<file path="src/dbg_pkg.sv">
`default_nettype none

package dbg_pkg;

    // --------------------
    // board constants
    // --------------------

    localparam int SRAM_ADDR_WIDTH = 20;  // halfword address.
    localparam int SRAM_DATA_WIDTH = 16;

    localparam int WB_CTI_WIDTH = 3;
    localparam int WB_BTE_WIDTH = 2;

    // one digit, active low, a in bit 0.
    localparam int SEG_WIDTH  = 7;
    localparam int HEX_DIGITS = 8;

    // --------------------
    // state encodings
    // --------------------

    // core either runs freely or waits for a key press.
    typedef enum logic [0:0] {
        STEP_RUN  = 1'b0,
        STEP_HALT = 1'b1
    } step_state_e;

    // low halfword goes out first.
    typedef enum logic [1:0] {
        SRAM_IDLE = 2'b00,
        SRAM_LO   = 2'b01,
        SRAM_HI   = 2'b10,
        SRAM_ACK  = 2'b11
    } sram_phase_e;

endpackage

`default_nettype wire

</file>
<file path="src/dbg_step_ctrl.sv">
`timescale 1ns/1ps
`default_nettype none

module dbg_step_ctrl #(
    parameter OPTN_DATA_WIDTH = 32,
    parameter OPTN_RAT_DEPTH  = 32
)(
    input  logic                               clk,
    input  logic                               n_rst,

    input  logic                               i_retire_en,
    input  logic [$clog2(OPTN_RAT_DEPTH)-1:0]  i_retire_rdst,
    input  logic [OPTN_DATA_WIDTH-1:0]         i_retire_data,
    input  logic                               i_step_pulse,

    output logic                               o_core_en,
    output logic                               o_halted,
    output logic                               o_cap_valid,
    output logic [$clog2(OPTN_RAT_DEPTH)-1:0]  o_cap_rdst,
    output logic [OPTN_DATA_WIDTH-1:0]         o_cap_data
);

    import dbg_pkg::*;

    step_state_e state;

    // --------------------
    // run/halt
    // --------------------

    always_ff @(posedge clk) begin
        if (!n_rst) begin
            state       <= STEP_RUN;
            o_cap_valid <= 1'b0;
            o_cap_rdst  <= '0;
            o_cap_data  <= '0;
        end else begin
            o_cap_valid <= 1'b0;
            case (state)
                STEP_RUN: begin
                    if (i_retire_en) begin
                        state       <= STEP_HALT;
                        o_cap_valid <= 1'b1;  // display reloads next cycle.
                        o_cap_rdst  <= i_retire_rdst;
                        o_cap_data  <= i_retire_data;
                    end
                end
                STEP_HALT: begin
                    // retires here are dropped.
                    if (i_step_pulse) begin
                        state <= STEP_RUN;
                    end
                end
                default: state <= STEP_RUN;
            endcase
        end
    end

    // straight from the state flop, so the core stops on the capture edge.
    assign o_core_en = (state == STEP_RUN);
    assign o_halted  = (state == STEP_HALT);

endmodule

`default_nettype wire

</file>
<file path="config.mk">
export PLATFORM = sky130hd
export DESIGN_NAME = dbg_step_ctrl
export DESIGN_NICKNAME = d
export VERILOG_FILES = /design/src/dbg_pkg.sv /design/src/dbg_step_ctrl.sv
export SDC_FILE = /design/constraint.sdc
export NUM_CORES = 1
export LEC_CHECK = 0
export ABC_AREA = 1
export ABC_CLOCK_PERIOD_IN_PS = 900
export BUFFER_PORTS_ARGS = -buffer_cell sky130_fd_sc_hd__buf_4
export CAP_MARGIN = 10
export CORE_UTILIZATION = 28
export DETAILED_ROUTE_END_ITERATION = 6
export GPL_TIMING_DRIVEN = 0
export PLACE_DENSITY = 0.53
export SYNTH_ARGS = -nofsm -noshare
export SYNTH_HDL_FRONTEND = slang
export SYNTH_SLANG_ARGS = --single-unit
export TNS_END_PERCENT = 10
</file>
<file path="constraint.sdc">
create_clock -name clk -period 0.9 [get_ports clk]
set_input_delay 0.045 -clock clk [delete_from_list [all_inputs] [get_ports clk]]
set_output_delay 0.045 -clock clk [all_outputs]
set_load 0.01 [all_outputs]
</file>
==> impl_metrics.tcl <==
set metrics [dict create \
    status "finished, violations left" \
    violations "negative setup slack" \
    fp.dieW_um 78.9 \
    grt_pass1_vias 1495 \
    io_buffers 79 \
    synthCells 247 \
    max_slew_margin_pct 67.6 \
    worst-r2r-setup-slack_ns -0.07 \
    overflow 0 \
    drt_iter0_markers 53 \
    cap_violations 0 \
    cts_sinks 39 \
    hold_depth 5 \
    rows 27 \
    finalCritPeriodShare_pct 111 \
    yosysSeqAreaShare_pct 47.2 \
    worst_hold_path.endpoint "o_cap_data[28]" \
    routed_via_density 4.12 \
    drc_errors 0 \
    layout-drive-gt1-share_pct 33.9 \
    diodes 0 \
    fin_ws_ns -0.0955 \
    vias 1704 \
    grt_pass1_wl_mm 6.91 \
    final-setup-viol-count 40 \
    clock-root-buffer "clkbuf_8" \
    vdd_drop_max_mv 0.635 \
    tns_ns -1.59 \
    pre_cts_ws_ns -0.183 \
    io_pins 81 \
    drt-total-wl_mm 4.35 \
    cts.clk_slew.worst_paths_ns 0.08 \
    grtUsageTotal_pct 14.4 \
    syn_avg_cell_area_um2 6.70 \
    cpPeakStageDelay_ns 0.38 \
    r2r_end "o_cap_data[22]" \
    clk_latency_ns 0.29 \
    cts.htree.levels 2 \
    critical_path_arrival_ns 0.95 \
    slew_violations 0 \
    cts.path.max_buffers 2 \
    cp_common_cell "buf_6" \
    rr_worst_depth 6 \
    crit_type "reg2out" \
    antenna_found_initial 0 \
    yosysUniqueCellTypes 12 \
    crit_fanout 3 \
    ys_ff_latch 39 \
    min_from "i_retire_data[28]" \
    final_util_pct 46.4 \
    syn_area_mm2 0.00166 \
    p_per_area_mw_per_mm2 1720 \
    cts_tree "done" \
    finalPower_uw 4480 \
    initial_core_util_pct 29.5 \
    place_congestion 0.679 \
    hold_path.class "in2reg" \
    max_freq_mhz 1000 \
    dieArea_mm2 0.00622 \
    synth_nets 288 \
    slowest_stage "dfxtp_4" \
    area_growth_pct 57.1 \
    start_kind "flip-flop" \
    wl_per_cell_um 10.5 \
    multi_input_area_um2 653 \
    worstMarginPinSlew_ns 0.486 \
    nFillCells 613 \
    regArea_um2 785 \
    grt_max_degree 13 \
    yosysWarnings 0 \
    drtAntennaViolNets 0 \
    path_cells "inv_4 -> buf_6 -> buf_6" \
    hold_viol 0 \
    stdcell_area_mm2 0.00260 \
    end_kind "primary output" \
    cts_buffers 5 \
    fin_skew_ns 0.00619 \
    hpwl_mm 2.92 \
    layout_common_cells "87 x buf_4, 74 x nor2_1, 38 x inv_1, 38 x dfxtp_1, 37 x nand2_1" \
    core_region_area_mm2 0.00561 \
    min_period_ns 0.995 \
    required_ns 0.85 \
    placedInstanceArea_mm2 0.00234 \
    die_y_um 78.9 \
    reg2reg_from "o_halted" \
    p_leak_uw 0.00145 \
    finalNetCount 382 \
    rsz0062_at_grt "true" \
    layout_commonest_cell "buf_4" \
    drt_first_pass_iters 4 \
]
==> area by class of cell <==
type	instances	share of cell area, %
Timing Repair Buffer	87	26.3
Multi-Input combinational cell	153	25.1
Sequential cell	39	30.2
Tap cell	72	3.46
Clock buffer	6	3.17
Buffer	15	4.57
Inverter	40	5.87
Clock inverter	2	1.35
==> Yosys cell counts <==
cell     instances  area share (%)
nand2_1         39             8.8
inv_1           38             8.6
buf_6            2             1.4
dfxtp_1         39              47
nor2_1          75              17
buf_4            4             1.8
nor2_4           1            0.68
buf_2            6             1.8
inv_2            2            0.45
buf_1            3            0.68
nand3_1         37              11
o22ai_1          1            0.38
==> logic make-up after synthesis <==
family | count (synthesis) | share of synthesized area [%]
DFF | 39 | 47.2
and+or+nand+nor | 152 | 37.7
buffers and inverters | 55 | 14.7
AOI/OAI and AO/OA | 1 | 0.378
==> where the power goes <==
part           total [µW]  leakage (µW)  switching (µW)  internal, µW
Clock                1510     0.0000612             617           897
Combinational        1000       0.00106             467           538
Sequential           1960      0.000324            82.4          1870
==> what timing repair did <==
action                                  in CTS  in global routing
resized for setup                            8                 10
buffers inserted                             4                  2
endpoints found under the setup margin      33                 41
hold buffers                                 1                  0
endpoints found under the hold margin        1                  0
gates cloned                                 0                  1
pin swaps                                    1                  4
==> sequential cells by signal (all words and copies together) (netlist names) <==
| signal | flops |
|---|---|
| o_cap_rdst | 5 |
| o_cap_valid | 1 |
| o_cap_data | 32 |
| o_halted | 1 |
==> worst max-delay path: cells and delay by family, from the launching register on <==
family	cells	cell delay (ns)
DFF	1	0.38
buffers and inverters	3	0.28
==> per-stage QoR <==
| step | instances | hold WS, ns |
|---|---|---|
| 4_1_cts | 411 | 0.0377 |
| 5_1_grt | 414 | 0.0494 |
| 2_1_floorplan | 247 | 0.148 |
| 6_report | 414 | 0.0444 |
| 3_3_place_gp | 398 | 0.245 |
| 3_5_place_dp | 398 | 0.243 |
==> routing by layer <==
layer / GRT usage [%] / routed length [µm]
met4: 4.91 / 57
met2: 23.8 / 1980
met5: 0 / 0
met3: 4.71 / 275
met1: 17.6 / 2040
==> worst max path at each step <==
stage          startpoint             end  slack, ns  depth (start not counted)
6_report         o_halted       o_core_en       -0.1                          3
5_1_grt          o_halted       o_core_en      -0.14                          3
4_1_cts          o_halted  o_cap_data[11]      -0.10                          6
3_5_place_dp     o_halted  o_cap_data[22]      -0.18                          4
3_3_place_gp     o_halted  o_cap_data[28]      -0.16                          4
2_1_floorplan    o_halted  o_cap_data[11]      -0.01                          6
(Power assumes the default switching activity.)
