### config.mk
export PLATFORM = sky130hd
export DESIGN_NAME = dbg_seg7_bank
export DESIGN_NICKNAME = d
export VERILOG_FILES = /design/src/dbg_pkg.sv /design/src/dbg_seg7_bank.sv
export SDC_FILE = /design/constraint.sdc
export NUM_CORES = 1
export LEC_CHECK = 0
export BUFFER_PORTS_ARGS = -buffer_cell sky130_fd_sc_hd__buf_2
export CORE_UTILIZATION = 50
export CTS_CLUSTER_DIAMETER = 40
export DETAILED_ROUTE_END_ITERATION = 12
export PLACE_DENSITY_LB_ADDON = 0.3
export SYNTH_ARGS = -nofsm -noshare
export SYNTH_HDL_FRONTEND = slang
export SYNTH_SLANG_ARGS = --single-unit
### constraint.sdc
create_clock -name clk -period 1.15 [get_ports clk]
set_input_delay 0.0575 -clock clk [delete_from_list [all_inputs] [get_ports clk]]
set_output_delay 0.0575 -clock clk [all_outputs]
set_load 0.01 [all_outputs]
### src/dbg_pkg.sv
`default_nettype none

package dbg_pkg;

    // --------------------
    // board constants
    // --------------------

    localparam int SRAM_ADDR_WIDTH = 20;  // halfword address.
    localparam int SRAM_DATA_WIDTH = 16;

    localparam int WB_CTI_WIDTH = 3;
    localparam int WB_BTE_WIDTH = 2;

    // one digit, active low, a in bit 0.
    localparam int SEG_WIDTH  = 7;
    localparam int HEX_DIGITS = 8;

    // --------------------
    // state encodings
    // --------------------

    // core either runs freely or waits for a key press.
    typedef enum logic [0:0] {
        STEP_RUN  = 1'b0,
        STEP_HALT = 1'b1
    } step_state_e;

    // low halfword goes out first.
    typedef enum logic [1:0] {
        SRAM_IDLE = 2'b00,
        SRAM_LO   = 2'b01,
        SRAM_HI   = 2'b10,
        SRAM_ACK  = 2'b11
    } sram_phase_e;

endpackage

`default_nettype wire

### src/dbg_seg7_bank.sv
`timescale 1ns/1ps
`default_nettype none

module dbg_seg7_bank #(
    parameter OPTN_DATA_WIDTH = 32
)(
    input  logic                                             clk,
    input  logic                                             n_rst,

    input  logic                                             i_load,
    input  logic [OPTN_DATA_WIDTH-1:0]                       i_value,
    output logic [dbg_pkg::HEX_DIGITS*dbg_pkg::SEG_WIDTH-1:0] o_hex
);

    import dbg_pkg::*;

    localparam logic [SEG_WIDTH-1:0] SEG_BLANK = 7'h7f;

    // active low, gfedcba.
    function automatic logic [SEG_WIDTH-1:0] hex_to_seg(input logic [3:0] nibble);
        logic [SEG_WIDTH-1:0] seg;
        case (nibble)
            4'h0:    seg = 7'b1000000;
            4'h1:    seg = 7'b1111001;
            4'h2:    seg = 7'b0100100;
            4'h3:    seg = 7'b0110000;
            4'h4:    seg = 7'b0011001;
            4'h5:    seg = 7'b0010010;
            4'h6:    seg = 7'b0000010;
            4'h7:    seg = 7'b1111000;
            4'h8:    seg = 7'b0000000;
            4'h9:    seg = 7'b0010000;
            4'ha:    seg = 7'b0001000;
            4'hb:    seg = 7'b0000011;  // lower case b.
            4'hc:    seg = 7'b1000110;
            4'hd:    seg = 7'b0100001;  // lower case d.
            4'he:    seg = 7'b0000110;
            default: seg = 7'b0001110;
        endcase
        return seg;
    endfunction

    // --------------------
    // digit registers
    // --------------------

    always_ff @(posedge clk) begin
        if (!n_rst) begin
            o_hex <= {HEX_DIGITS{SEG_BLANK}};
        end else if (i_load) begin
            // digit 0 shows the lowest nibble.
            for (int i = 0; i < HEX_DIGITS; i++) begin
                o_hex[i*SEG_WIDTH +: SEG_WIDTH] <= hex_to_seg(i_value[i*4 +: 4]);
            end
        end
    end

endmodule

`default_nettype wire

==> summary.md <==
| Metric | Value |
|---|---|
| Outcome | finished clean |
| Syn avg cell area | 9.081 um2 |
| Die extent in y | 91.60 um |
| Largest Register | o_hex |
| Pin count of the biggest net entering global routing | 46 |
| Slew margin rel. | 76.34% |
| Core Area | 7727 um2 |
| Post-Syn Area | 4014 um2 |
| Post-DP HPWL | 7243 um |
| Global-route wire length before repair | 15710 um |
| CTS max path bufs | 2 |
| Num CTS Buffers | 5 |
| CP Capture Type | flop |
| Hold WC Path Type | primary input to flop |
| Fin cells | 664 |
| Final period utilization | 85.63% |
| # IOs | 91 |
| Unique masters post-synth | 49 |
| Initial Utilization | 51.94% |
| Routed Antenna Nets | 0 |
| Seq cells post-synth | 56 |
| Resized Gates After CTS | 0 |
| Share of cells above drive strength 1 | 30.07% |
| Dominant synthesized flop cell | dfxtp_1 |
| Req. time, crit path | 1.35 ns |
| RSZ-0062 raised after global routing | false |
| Tmin final | 0.9848 ns |
| Die area | 8390 um2 |
| IR Drop Worst-Case VDD | 0.5379 mV |
| Vias per cell | 5.536 |
| Port bufs | 90 |
| Gp weighted congestion | 0.8792 |
| Cts hold-fix bufs | 0 |
| Final hold vios | 0 |
| Fmax | 1.015 GHz |
| Placed cells | 657 |
| Die X | 91.60 um |
| CTS tree | done |
| Htree depth | 2 |
| Iteration count of the initial detailed-routing pass | 4 |
| Max-slew violation count | 0 |
| Cells after Synth | 442 |
| Syn Nets | 533 |
| Crit start category | primary input |
| Static leakage | 2.351 nW |
| Crit Path Class | primary input to flop |
| Clk pin slew, worst setup/hold paths | 0.10 ns |
| Post-CTS Setup Inserts | 0 |
| Area added between synthesis and finish | 23.85% |
| Site row count | 32 |
| Worst path arrival time | 1.18 ns |
| Max Cap Viol | 0 |
| Post-synth EDFFs | 0 |
| CTS sink count | 56 |
| Initial antenna violation count | 0 |
| Final Core Density | 64.33% |
| Worst-skew pair later-pin latency | 0.30 ns |
| Overall routing resource usage | 22.77% |
| Endpoints failing setup | 0 |
| Antenna cells | 0 |
| Top Registers | o_hex: 56 flops |
| Worst Max-Slew Pin Slew | 0.3545 ns |
| Initial DRC Count | 80 |
| Final Skew | 0 ns |
| Vias | 3676 |
| Remaining DRCs | 0 |
| Routed Wire Length | 9510 um |
| WL/cell | 14.32 um |
| Max reg flops | 56 |
| Max FO, Critical Path | 5 |
| Filler Cell Count | 676 |
| Sequential share of the synthesized area | 27.93% |
| Async SR Flop Fraction | 0% |
| Vias in the first global route | 3416 |
| Clk root buf | clkbuf_8 |
| Layout Nets | 653 |
| Yosys warns | 0 |
| Congestion Overflow GR | 0 |
| P per Cell Area | 945.5 nW/um2 |
## logic make-up after synthesis
family / after synthesis / share of synthesized area [%]
and+or+nand+nor: 110 / 14.37
AOI/OAI and AO/OA: 118 / 21.38
adders and majority gates: 56 / 17.46
DFF: 56 / 27.93
buffers and inverters: 57 / 7.294
muxes: 45 / 11.56
## through the flow
stage	TNS, ns	setup WS, ns	total power [mW]	cell area [um2]	hold slack [ns]
floorplan	0	0.02466	3.015	4014	0.1906
global placement	-0.2873	-0.1156	3.537	4875	0.3942
detailed placement	-0.7032	-0.1624	3.577	4875	0.4029
CTS	0	0.1712	4.740	4971	0.06839
global route	0	0.1074	4.959	4971	0.09400
finish	0	0.1652	4.700	4971	0.08627
## layout make-up
| type | count | area [um2] | area share (%) |
|---|---|---|---|
| inverter | 20 | 75.07 | 1.510 |
| clock buffer | 7 | 96.34 | 1.938 |
| timing repair buffer | 150 | 950.9 | 19.13 |
| tap | 102 | 127.6 | 2.567 |
| multi-input combinational | 329 | 2600 | 52.30 |
| sequential | 56 | 1121 | 22.55 |
## worst max-delay path: stages
cell and delay (ns):
buf_2 0.12, inv_1 0.10, ha_1 0.21, mux2_4 0.26
or3_1 0.31, o311a_1 0.13
## report_power, final
| group | switching [mW] | internal (mW) |
|---|---|---|
| Combinational | 0.707 | 0.635 |
| Sequential | 0.0860 | 2.10 |
| Clock | 0.628 | 0.539 |
## synthesized netlist by cell type (4+ instances only)
library cell / count / area share, %
a2111o_1: 7 / 2.0
a211o_1: 11 / 2.4
a211oi_1: 7 / 1.3
a21oi_1: 27 / 3.4
a221o_1: 4 / 1.0
buf_2: 18 / 2.2
buf_4: 6 / 1.1
buf_6: 4 / 1.1
clkbuf_1: 5 / 0.47
dfxtp_1: 56 / 28
ha_1: 56 / 17
inv_1: 19 / 1.8
mux2_2: 7 / 2.0
mux2i_1: 37 / 9.2
nand2_1: 21 / 2.0
nand2b_1: 14 / 2.2
nand3_1: 11 / 1.4
nor2_1: 30 / 2.8
nor2b_1: 6 / 0.94
nor3_1: 7 / 0.87
nor4b_1: 7 / 1.5
nor4bb_1: 4 / 1.0
o211ai_1: 10 / 1.9
o21ai_0: 18 / 2.2
o22ai_1: 4 / 0.62
o311ai_0: 6 / 1.3
## layout by cell type (no fill, tap or decap), types with 10 or more instances in the layout
master    synthesis  final
nand2b_1         14     14
mux2i_1          37     37
buf_2            18     90
buf_4             6     56
nor2_1           30     30
o211ai_1         10     10
inv_1            19     19
nand2_1          21     21
dfxtp_1          56     56
nand3_1          11     11
ha_1             56     56
o21ai_0          18     18
a21oi_1          27     27
a211o_1          11     11
## layer usage
metal  routed length, um  vias up  GRT usage [%]
met1                4283     1720          27.42
met5                   0        -              0
met2                4607       86          41.17
li1                    -     1860              -
met4                  99        0          5.159
met3                 520       10          4.690
## worst paths after layout
check              startpoint         to  slack (ns)  cells past startpoint
hold / removal    i_value[18]  o_hex[32]        0.09                      2
setup reg to reg    o_hex[48]  o_hex[48]        0.30                      2
setup / recovery   i_value[1]   o_hex[3]        0.17                      6
hold reg to reg      o_hex[4]   o_hex[4]        0.47                      1
No activity file was read; power rests on OpenSTA's default activity.
